===== src/logic/mmu_pkg.sv =====
package mmu_pkg;

	// Bus widths.
	localparam int ADDR_W   = 32;
	localparam int ENTRY_W  = 64;
	localparam int VPN2_W   = 19;
	localparam int PFN_W    = 20;
	localparam int OFFSET_W = 12;

	// Field positions inside one TLB entry.
	localparam int VPN2_HI = 62;
	localparam int VPN2_LO = 44;
	localparam int PFN1_HI = 43;
	localparam int PFN1_LO = 24;
	localparam int D1_BIT  = 23;
	localparam int PFN0_HI = 21;
	localparam int PFN0_LO = 2;
	localparam int D0_BIT  = 1;

	typedef enum logic [1:0] {
		TLB_OP_WI    = 2'd0,
		TLB_OP_WR    = 2'd1,
		TLB_OP_P     = 2'd2,
		TLB_OP_WIRED = 2'd3
	} tlb_op_e;

	typedef enum logic [1:0] {
		EXC_NONE = 2'd0,
		EXC_MOD  = 2'd1,
		EXC_TLBL = 2'd2,
		EXC_TLBS = 2'd3
	} tlb_exc_e;

	// Device select for the memory bus.
	typedef enum logic [2:0] {
		DEV_NONE      = 3'd0,
		DEV_RAM       = 3'd1,
		DEV_ROM       = 3'd2,
		DEV_FLASH     = 3'd3,
		DEV_UART      = 3'd4,
		DEV_UART_STAT = 3'd5,
		DEV_DIGSEG    = 3'd6,
		DEV_PS2       = 3'd7
	} dev_sel_e;

endpackage

===== src/logic/mmu_top.sv =====
`timescale 1ns/1ps

module mmu_top #(
	parameter int TLB_ENTRIES = 16,
	localparam int IDX_W = $clog2(TLB_ENTRIES)
) (
	input  logic                        clk,
	input  logic                        rst,
	input  logic                        req_valid,
	input  logic [mmu_pkg::ADDR_W-1:0]  vaddr,
	input  logic                        write,
	output logic                        resp_valid,
	output logic [mmu_pkg::ADDR_W-1:0]  paddr,
	output mmu_pkg::tlb_exc_e           exc,
	output mmu_pkg::dev_sel_e           dev_sel,
	input  logic                        op_valid,
	input  mmu_pkg::tlb_op_e            op,
	input  logic [IDX_W-1:0]            op_index,
	input  logic [mmu_pkg::VPN2_W-1:0]  op_hi,
	input  logic [mmu_pkg::ENTRY_W-1:0] op_data,
	output logic                        op_done,
	output logic                        probe_hit,
	output logic [IDX_W-1:0]            probe_index
);

	import mmu_pkg::*;

	logic               we;
	logic [IDX_W-1:0]   w_index;
	logic [ENTRY_W-1:0] w_data;
	logic [VPN2_W-1:0]  lookup_vpn2;
	logic [VPN2_W-1:0]  probe_vpn2;
	logic               match_hit;
	logic [ENTRY_W-1:0] match_entry;
	logic               arr_probe_hit;
	logic [IDX_W-1:0]   arr_probe_index;
	logic               wired_we;
	logic [IDX_W-1:0]   wired_value;
	logic               advance;
	logic [IDX_W-1:0]   random_index;
	logic               s1_valid;
	logic [ADDR_W-1:0]  s1_paddr;
	tlb_exc_e           s1_exc;

	tlb_entry_array #(.TLB_ENTRIES(TLB_ENTRIES)) u_tlb_entry_array (
		.clk         (clk),
		.rst         (rst),
		.we          (we),
		.w_index     (w_index),
		.w_data      (w_data),
		.lookup_vpn2 (lookup_vpn2),
		.probe_vpn2  (probe_vpn2),
		.match_hit   (match_hit),
		.match_index (),
		.match_entry (match_entry),
		.probe_hit   (arr_probe_hit),
		.probe_index (arr_probe_index)
	);

	tlb_random_counter #(.TLB_ENTRIES(TLB_ENTRIES)) u_tlb_random_counter (
		.clk          (clk),
		.rst          (rst),
		.wired_we     (wired_we),
		.wired_value  (wired_value),
		.advance      (advance),
		.random_index (random_index)
	);

	tlb_ctrl_fsm #(.TLB_ENTRIES(TLB_ENTRIES)) u_tlb_ctrl_fsm (
		.clk            (clk),
		.rst            (rst),
		.op_valid       (op_valid),
		.op             (op),
		.op_index       (op_index),
		.op_hi          (op_hi),
		.op_data        (op_data),
		.random_index   (random_index),
		.probe_hit_in   (arr_probe_hit),
		.probe_index_in (arr_probe_index),
		.we             (we),
		.w_index        (w_index),
		.w_data         (w_data),
		.probe_vpn2     (probe_vpn2),
		.wired_we       (wired_we),
		.wired_value    (wired_value),
		.advance        (advance),
		.op_done        (op_done),
		.probe_hit      (probe_hit),
		.probe_index    (probe_index)
	);

	tlb_translate u_tlb_translate (
		.clk         (clk),
		.rst         (rst),
		.req_valid   (req_valid),
		.vaddr       (vaddr),
		.write       (write),
		.match_hit   (match_hit),
		.match_entry (match_entry),
		.lookup_vpn2 (lookup_vpn2),
		.s1_valid    (s1_valid),
		.s1_paddr    (s1_paddr),
		.s1_exc      (s1_exc)
	);

	phys_addr_decode u_phys_addr_decode (
		.clk        (clk),
		.rst        (rst),
		.s1_valid   (s1_valid),
		.s1_paddr   (s1_paddr),
		.s1_exc     (s1_exc),
		.resp_valid (resp_valid),
		.paddr      (paddr),
		.exc        (exc),
		.dev_sel    (dev_sel)
	);

endmodule


===== src/logic/phys_addr_decode.sv =====
`timescale 1ns/1ps

module phys_addr_decode (
	input  logic                       clk,
	input  logic                       rst,
	input  logic                       s1_valid,
	input  logic [mmu_pkg::ADDR_W-1:0] s1_paddr,
	input  mmu_pkg::tlb_exc_e          s1_exc,
	output logic                       resp_valid,
	output logic [mmu_pkg::ADDR_W-1:0] paddr,
	output mmu_pkg::tlb_exc_e          exc,
	output mmu_pkg::dev_sel_e          dev_sel
);

	import mmu_pkg::*;

	dev_sel_e dev_next;

	// First match wins; the second FLASH window ends on an odd boundary.
	always_comb begin
		if (s1_paddr <= 32'h007f_ffff) begin
			dev_next = DEV_RAM;
		end else if (s1_paddr >= 32'h1fc0_0000 && s1_paddr <= 32'h1fc0_0fff) begin
			dev_next = DEV_ROM;
		end else if (s1_paddr >= 32'h1e00_0000 && s1_paddr <= 32'h1eff_ffff) begin
			dev_next = DEV_FLASH;
		end else if (s1_paddr >= 32'h1a00_0000 && s1_paddr <= 32'h1a09_6000) begin
			dev_next = DEV_FLASH;
		end else if (s1_paddr == 32'h1fd0_03f8) begin
			dev_next = DEV_UART;
		end else if (s1_paddr == 32'h1fd0_03fc) begin
			dev_next = DEV_UART_STAT;
		end else if (s1_paddr == 32'h1fd0_0400) begin
			dev_next = DEV_DIGSEG;
		end else if (s1_paddr == 32'h0f00_0000) begin
			dev_next = DEV_PS2;
		end else begin
			dev_next = DEV_NONE;
		end
	end

	always_ff @(posedge clk) begin
		if (rst) begin
			resp_valid <= 1'b0;
		end else begin
			resp_valid <= s1_valid;
		end
	end

	always_ff @(posedge clk) begin
		if (s1_valid) begin
			paddr   <= s1_paddr;
			exc     <= s1_exc;
			dev_sel <= dev_next;
		end
	end

endmodule


===== src/logic/tlb_translate.sv =====
`timescale 1ns/1ps

module tlb_translate (
	input  logic                        clk,
	input  logic                        rst,
	input  logic                        req_valid,
	input  logic [mmu_pkg::ADDR_W-1:0]  vaddr,
	input  logic                        write,
	input  logic                        match_hit,
	input  logic [mmu_pkg::ENTRY_W-1:0] match_entry,
	output logic [mmu_pkg::VPN2_W-1:0]  lookup_vpn2,
	output logic                        s1_valid,
	output logic [mmu_pkg::ADDR_W-1:0]  s1_paddr,
	output mmu_pkg::tlb_exc_e           s1_exc
);

	import mmu_pkg::*;

	logic              unmapped;
	logic [PFN_W-1:0]  pfn;
	logic              dirty;
	logic [ADDR_W-1:0] paddr_next;
	tlb_exc_e          exc_next;

	assign lookup_vpn2 = vaddr[ADDR_W-1 -: VPN2_W];

	// The kseg0/kseg1 style window bypasses the TLB.
	assign unmapped = (vaddr[ADDR_W-1 -: 2] == 2'b10);

	// Bit 12 selects the odd page of the pair.
	always_comb begin
		if (vaddr[OFFSET_W]) begin
			pfn   = match_entry[PFN1_HI:PFN1_LO];
			dirty = match_entry[D1_BIT];
		end else begin
			pfn   = match_entry[PFN0_HI:PFN0_LO];
			dirty = match_entry[D0_BIT];
		end
	end

	always_comb begin
		paddr_next = '0;
		exc_next   = EXC_NONE;
		if (unmapped) begin
			paddr_next = {2'b00, vaddr[ADDR_W-3:0]};
		end else if (match_hit) begin
			paddr_next = {pfn, vaddr[OFFSET_W-1:0]};
			if (write && !dirty) begin
				exc_next = EXC_MOD;
			end
		end else if (write) begin
			exc_next = EXC_TLBS;
		end else begin
			exc_next = EXC_TLBL;
		end
	end

	always_ff @(posedge clk) begin
		if (rst) begin
			s1_valid <= 1'b0;
		end else begin
			s1_valid <= req_valid;
		end
	end

	always_ff @(posedge clk) begin
		if (req_valid) begin
			s1_paddr <= paddr_next;
			s1_exc   <= exc_next;
		end
	end

endmodule


===== src/logic/tlb_ctrl_fsm.sv =====
`timescale 1ns/1ps

module tlb_ctrl_fsm #(
	parameter int TLB_ENTRIES = 16,
	localparam int IDX_W = $clog2(TLB_ENTRIES)
) (
	input  logic                        clk,
	input  logic                        rst,
	input  logic                        op_valid,
	input  mmu_pkg::tlb_op_e            op,
	input  logic [IDX_W-1:0]            op_index,
	input  logic [mmu_pkg::VPN2_W-1:0]  op_hi,
	input  logic [mmu_pkg::ENTRY_W-1:0] op_data,
	input  logic [IDX_W-1:0]            random_index,
	input  logic                        probe_hit_in,
	input  logic [IDX_W-1:0]            probe_index_in,
	output logic                        we,
	output logic [IDX_W-1:0]            w_index,
	output logic [mmu_pkg::ENTRY_W-1:0] w_data,
	output logic [mmu_pkg::VPN2_W-1:0]  probe_vpn2,
	output logic                        wired_we,
	output logic [IDX_W-1:0]            wired_value,
	output logic                        advance,
	output logic                        op_done,
	output logic                        probe_hit,
	output logic [IDX_W-1:0]            probe_index
);

	import mmu_pkg::*;

	typedef enum logic [2:0] {
		IDLE,
		WRITE,
		PROBE,
		WIRED,
		DONE
	} state_e;

	state_e               state;
	tlb_op_e              op_q;
	logic [IDX_W-1:0]     index_q;
	logic [VPN2_W-1:0]    hi_q;
	logic [ENTRY_W-1:0]   data_q;

	always_ff @(posedge clk) begin
		if (rst) begin
			state <= IDLE;
			op_q  <= TLB_OP_WI;
		end else begin
			case (state)
				IDLE: begin
					if (op_valid) begin
						op_q <= op;
						case (op)
							TLB_OP_WI, TLB_OP_WR: state <= WRITE;
							TLB_OP_P:             state <= PROBE;
							default:              state <= WIRED;
						endcase
					end
				end
				WRITE, PROBE, WIRED: state <= DONE;
				default:             state <= IDLE;
			endcase
		end
	end

	always_ff @(posedge clk) begin
		if (state == IDLE && op_valid) begin
			index_q <= op_index;
			hi_q    <= op_hi;
			data_q  <= op_data;
		end
	end

	// The probe result is held so that it lines up with op_done.
	always_ff @(posedge clk) begin
		if (rst) begin
			probe_hit <= 1'b0;
		end else if (state == PROBE) begin
			probe_hit <= probe_hit_in;
		end
	end

	always_ff @(posedge clk) begin
		if (state == PROBE) begin
			probe_index <= probe_index_in;
		end
	end

	assign we          = (state == WRITE);
	assign w_index     = (op_q == TLB_OP_WR) ? random_index : index_q;
	assign w_data      = data_q;
	assign advance     = (state == WRITE) && (op_q == TLB_OP_WR);
	assign probe_vpn2  = hi_q;
	assign wired_we    = (state == WIRED);
	assign wired_value = hi_q[IDX_W-1:0];
	assign op_done     = (state == DONE);

endmodule


===== src/logic/tlb_random_counter.sv =====
`timescale 1ns/1ps

module tlb_random_counter #(
	parameter int TLB_ENTRIES = 16,
	localparam int IDX_W = $clog2(TLB_ENTRIES)
) (
	input  logic             clk,
	input  logic             rst,
	input  logic             wired_we,
	input  logic [IDX_W-1:0] wired_value,
	input  logic             advance,
	output logic [IDX_W-1:0] random_index
);

	localparam logic [IDX_W-1:0] TOP = IDX_W'(TLB_ENTRIES - 1);

	logic [IDX_W-1:0] wired_q;

	always_ff @(posedge clk) begin
		if (rst) begin
			wired_q      <= '0;
			random_index <= TOP;
		end else if (wired_we) begin
			wired_q      <= wired_value;
			random_index <= TOP;
		end else if (advance) begin
			// Entries below wired are never picked, so wrap at the wired value.
			if (random_index <= wired_q) begin
				random_index <= TOP;
			end else begin
				random_index <= random_index - 1'b1;
			end
		end
	end

endmodule


===== src/logic/tlb_entry_array.sv =====
`timescale 1ns/1ps

module tlb_entry_array #(
	parameter int TLB_ENTRIES = 16,
	localparam int IDX_W = $clog2(TLB_ENTRIES)
) (
	input  logic                        clk,
	input  logic                        rst,
	input  logic                        we,
	input  logic [IDX_W-1:0]            w_index,
	input  logic [mmu_pkg::ENTRY_W-1:0] w_data,
	input  logic [mmu_pkg::VPN2_W-1:0]  lookup_vpn2,
	input  logic [mmu_pkg::VPN2_W-1:0]  probe_vpn2,
	output logic                        match_hit,
	output logic [IDX_W-1:0]            match_index,
	output logic [mmu_pkg::ENTRY_W-1:0] match_entry,
	output logic                        probe_hit,
	output logic [IDX_W-1:0]            probe_index
);

	import mmu_pkg::*;

	logic [ENTRY_W-1:0] entries [TLB_ENTRIES];

	// Returns {hit, index}. Later indices overwrite earlier ones, so the
	// highest matching entry wins.
	function automatic logic [IDX_W:0] search(input logic [VPN2_W-1:0] vpn2);
		logic             hit;
		logic [IDX_W-1:0] idx;
		hit = 1'b0;
		idx = '0;
		for (int i = 0; i < TLB_ENTRIES; i++) begin
			if (entries[i][VPN2_HI:VPN2_LO] == vpn2) begin
				hit = 1'b1;
				idx = IDX_W'(i);
			end
		end
		return {hit, idx};
	endfunction

	always_ff @(posedge clk) begin
		if (rst) begin
			for (int i = 0; i < TLB_ENTRIES; i++) begin
				entries[i] <= '0;
			end
		end else if (we) begin
			entries[w_index] <= w_data;
		end
	end

	always_comb begin
		{match_hit, match_index} = search(lookup_vpn2);
	end

	always_comb begin
		{probe_hit, probe_index} = search(probe_vpn2);
	end

	// On a miss this returns entry 0; the translation stage ignores it then.
	assign match_entry = entries[match_index];

endmodule


===== config.mk =====
export PLATFORM = sky130hd
export DESIGN_NAME = mmu_top
export DESIGN_NICKNAME = d
export VERILOG_FILES = /design/src/logic/mmu_pkg.sv /design/src/logic/mmu_top.sv /design/src/logic/phys_addr_decode.sv /design/src/logic/tlb_translate.sv /design/src/logic/tlb_ctrl_fsm.sv /design/src/logic/tlb_random_counter.sv /design/src/logic/tlb_entry_array.sv
export SDC_FILE = /design/constraint.sdc
export NUM_CORES = 2
export LEC_CHECK = 0
export BUFFER_PORTS_ARGS = -buffer_cell sky130_fd_sc_hd__buf_2
export CAP_MARGIN = 20
export CORE_ASPECT_RATIO = 1.2
export CORE_MARGIN = 2
export CORE_UTILIZATION = 55
export CTS_BUF_LIST = sky130_fd_sc_hd__clkbuf_4
export DETAILED_ROUTE_END_ITERATION = 8
export PLACE_DENSITY = 0.75
export REMOVE_ABC_BUFFERS = 1
export SLEW_MARGIN = 20
export SYNTH_ARGS = -nofsm -noshare
export SYNTH_HDL_FRONTEND = slang
export SYNTH_SLANG_ARGS = --single-unit

===== constraint.sdc =====
create_clock -name clk -period 11.1 [get_ports clk]
set_input_delay 2.22 -clock clk [delete_from_list [all_inputs] [get_ports clk]]
set_output_delay 2.22 -clock clk [all_outputs]
set_load 0.05 [all_outputs]

==> flow_metrics.env <==
export IMPL_cp_num_buf_inv=2
export IMPL_hold_viol=0
export IMPL_cp_slowest_cell="nor4_1"
export IMPL_grt_pass1_vias=38118
export IMPL_synth_most_common_cell="edfxtp_1"
export IMPL_hold_path_class="register to register"
export IMPL_synth_edf_count=1135
export IMPL_setup_viol=0
export IMPL_place_area_um2=57320
export IMPL_powerDensity_nw_per_um2=152.7
export IMPL_port_buffers=166
export IMPL_yosysTopAreaCell="edfxtp_1"
export IMPL_antenna_found_initial=17
export IMPL_power_total_w=0.009316
export IMPL_r2r_slack_ns=5.68
export IMPL_crit_cells=14
export IMPL_synthXorXnorAreaFrac_pct=9.619
export IMPL_yosysWarnings=0
export IMPL_max_clock_freq_mhz=148.8
export IMPL_peakVddDrop_uv=131.4
export IMPL_cp_startpoint="vaddr[31]"
export IMPL_wire_per_inst_um=27.79
export IMPL_synth_simple_area_share_pct=18.53
export IMPL_crit_chain="buf_2, xnor2_1, nand4_1, nor4_1, nand2_1, and3_1, o31ai_1, o21a_4, buf_12, nand2_1, a221o_1, a2111oi_0, nand4_1, nand2_1"
export IMPL_area_growth_pct=9.644
export IMPL_period_share_pct=60.56
export IMPL_grt_max_degree=165
export IMPL_path_clk_slew_ns=0.07
export IMPL_start_kind="input port"
export IMPL_ctsHoldBuffers=0
export IMPL_place_inst=5622
export IMPL_pre_cts_ws_ns=3.363
export IMPL_drv_slew=0
export IMPL_crit_top_cell="nand2_1"
export IMPL_place_congestion=0.8787
export IMPL_floorplan_die_height_um=352.4
export IMPL_async_reset_ff_share_pct=0
export IMPL_hpwl_mm=89.17
export IMPL_ant_nets=0
export IMPL_coreArea_um2=100100
export IMPL_yosys_area_top_type_share_pct=61.26
export IMPL_row_count=127
export IMPL_max_slew_margin_rel_pct=13.74
export IMPL_worstPathMaxFanout=99
export IMPL_synthDistinctLibCells=77
export IMPL_drv_cap=0
export IMPL_synth_compound_area_share_pct=4.673
export IMPL_crit_type="input port to register"
export IMPL_synthAdderAreaFrac_pct=0.1124
export IMPL_detail_route_first_pass_iterations=6
export IMPL_status="finished clean"
export IMPL_whs_ns=0.4256
export IMPL_p_leak_nw=22.40
export IMPL_cpPeakStageDelay_ns=0.91
export IMPL_ys_top_cells_by_count="edfxtp_1 (1135), and2_1 (997), xor2_1 (339)"
export IMPL_reg2reg_from="u_tlb_entry_array.entries[11][58]"
export IMPL_via_per_inst=6.263
export IMPL_initial_core_util_pct=55.57
export IMPL_crit_path_end="u_tlb_translate.s1_paddr[20]"
export IMPL_ys_flop_type="edfxtp_1"
export IMPL_fin_cells=6132
export IMPL_cp_arrival_ns=7.87
export IMPL_cts_resized=0
export IMPL_overflow=0
export IMPL_synth_top_family_by_area="simple AND/OR/NAND/NOR gates"
export IMPL_layout_setup_ws_ns=4.378
export IMPL_synth_area_per_cell_um2=12.58
export IMPL_die_w_um=294.3
export IMPL_via_count=38404
export IMPL_io_pins=170
export IMPL_worstSetupEndpointType="register"
export IMPL_clock_sinks=1151
export IMPL_min_period_ns=6.722
export IMPL_seq_area_frac_synth_pct=61.84
export IMPL_required_ns=12.25
export IMPL_ctsHtreeMaxLevel=5
export IMPL_min_delay_start="u_tlb_translate.s1_exc[1]"
export IMPL_die_area_um2=103700
export IMPL_cts_made_buffers=304
export IMPL_rsz0062_at_grt="false"
export IMPL_finClkSkew_ns=0.06915
export IMPL_synth_area_um2=55630
export IMPL_drc=0
export IMPL_post_cts_setup_buffer_count=0
export IMPL_r2r_end="u_tlb_translate.s1_paddr[20]"
export IMPL_reg2regPathDepth=13
export IMPL_grt_util_all_layers_pct=32.77
export IMPL_netlist_top_cells_area="edfxtp_1 (61%), and2_1 (11%), xor2_1 (5.3%), xnor2_1 (4.3%), nand2_1 (2.3%)"
export IMPL_syn_inst=4424
export IMPL_critical_path_top_delay_family="compound AO/OA/AOI/OAI gates"
export IMPL_synth_seq_cells=1151
export IMPL_drtIter0Drc=5073
export IMPL_fin_area_um2=61000
export IMPL_fillCellCount=7674
export IMPL_clock_path_buffers=4
export IMPL_synthMuxAreaShare_pct=2.065
export IMPL_nets=4772
export IMPL_clk_latency_ns=1.29
export IMPL_cts_root_buf="clkbuf_4"
export IMPL_drive_above_1_share_pct=16.44
export IMPL_wirelength_mm=170.4
export IMPL_cts_tree="done"
export IMPL_grt_first_pass_wirelength_mm=244.9
export IMPL_worst_slew_pin_transition_ns=1.294
-- final cells by class --
| class | count | area [µm²] | area share, % |
|---|---|---|---|
| sequential | 1151 | 34400 | 56.40 |
| multi-input combinational | 2916 | 19740 | 32.36 |
| clock buffer | 433 | 3251 | 5.329 |
| antenna | 12 | 30.03 | 0.04923 |
| timing repair buffer | 252 | 1585 | 2.599 |
| clock inverter | 62 | 317.8 | 0.5210 |
| inverter | 16 | 60.06 | 0.09846 |
| tap | 1290 | 1614 | 2.646 |
-- sequential cells by signal, summed over array words and instances (netlist names), 4 cells and up --
signal                             count
u_tlb_ctrl_fsm.probe_index             4
u_tlb_random_counter.wired_q           4
u_tlb_translate.s1_paddr              32
u_tlb_random_counter.random_index      4
u_tlb_entry_array.entries            976
u_tlb_ctrl_fsm.w_data                 61
u_tlb_ctrl_fsm.index_q                 4
u_phys_addr_decode.paddr              32
u_tlb_ctrl_fsm.probe_vpn2             19
-- power by group --
group	internal, W	switching (W)
combinational	0.000193	0.000433
sequential	0.00495	0.000176
clock	0.00185	0.00171
total	0.00700	0.00232
-- metal layers --
metal  track usage [%]  vias up  wire, µm
met3             8.224      683     21130
met5                 0        -        70
met2             52.15     2793     79560
li1                  -    16259         -
met1             40.00    18661     58820
met4             20.54        8     10850
-- per-stage QoR --
stage | setup TNS [ns] | util [%]
6_report | 0 | 60.93
5_1_grt | 0 | 60.92
4_1_cts | 0 | 60.82
3_5_place_dp | 0 | 57.26
3_3_place_gp | 0 | 57.24
2_1_floorplan | -66.17 | -
-- cell usage in the layout (no fill, tap or decap), types with 16 or more instances in the layout --
cell type | synthesis | layout
edfxtp_1 | 1135 | 1135
and2_1 | 997 | 997
clkbuf_4 | 0 | 433
xor2_1 | 339 | 339
nand2_1 | 335 | 335
xnor2_1 | 272 | 272
buf_2 | 25 | 166
nor4_1 | 107 | 107
nand4_1 | 105 | 105
a21oi_1 | 88 | 87
buf_4 | 15 | 77
mux2i_1 | 72 | 72
nand3_1 | 54 | 53
clkinv_1 | 0 | 50
nor2_1 | 62 | 47
o21ai_0 | 40 | 40
nor3_1 | 43 | 39
a31oi_1 | 37 | 37
o22ai_1 | 32 | 32
a211oi_1 | 31 | 31
and3_1 | 31 | 31
mux2_2 | 30 | 30
o221ai_1 | 30 | 30
nor2b_1 | 20 | 19
inv_1 | 16 | 16
o211ai_1 | 16 | 16
a221oi_1 | 16 | 16
a22oi_1 | 16 | 16
or2_4 | 0 | 16
-- worst min path at each step --
stage,to,slack (ns),cells past startpoint
3_5_place_dp,u_phys_addr_decode.exc[1],0.41,0
6_report,u_phys_addr_decode.exc[1],0.43,0
2_1_floorplan,u_phys_addr_decode.exc[0],0.40,0
5_1_grt,u_phys_addr_decode.exc[1],0.44,0
3_3_place_gp,u_phys_addr_decode.exc[1],0.40,0
4_1_cts,u_phys_addr_decode.exc[1],0.42,0
-- cell families after synthesis --
| group | Yosys count |
|---|---|
| multiplexers | 106 |
| AND/OR/NAND/NOR | 1813 |
| flip-flops | 1151 |
| XOR/XNOR | 611 |
| AO/OA/AOI/OAI | 381 |
| buffers and inverters | 357 |
| adder cells (fa/ha/maj) | 5 |
Note: power is estimated with default switching activity, not from simulation.
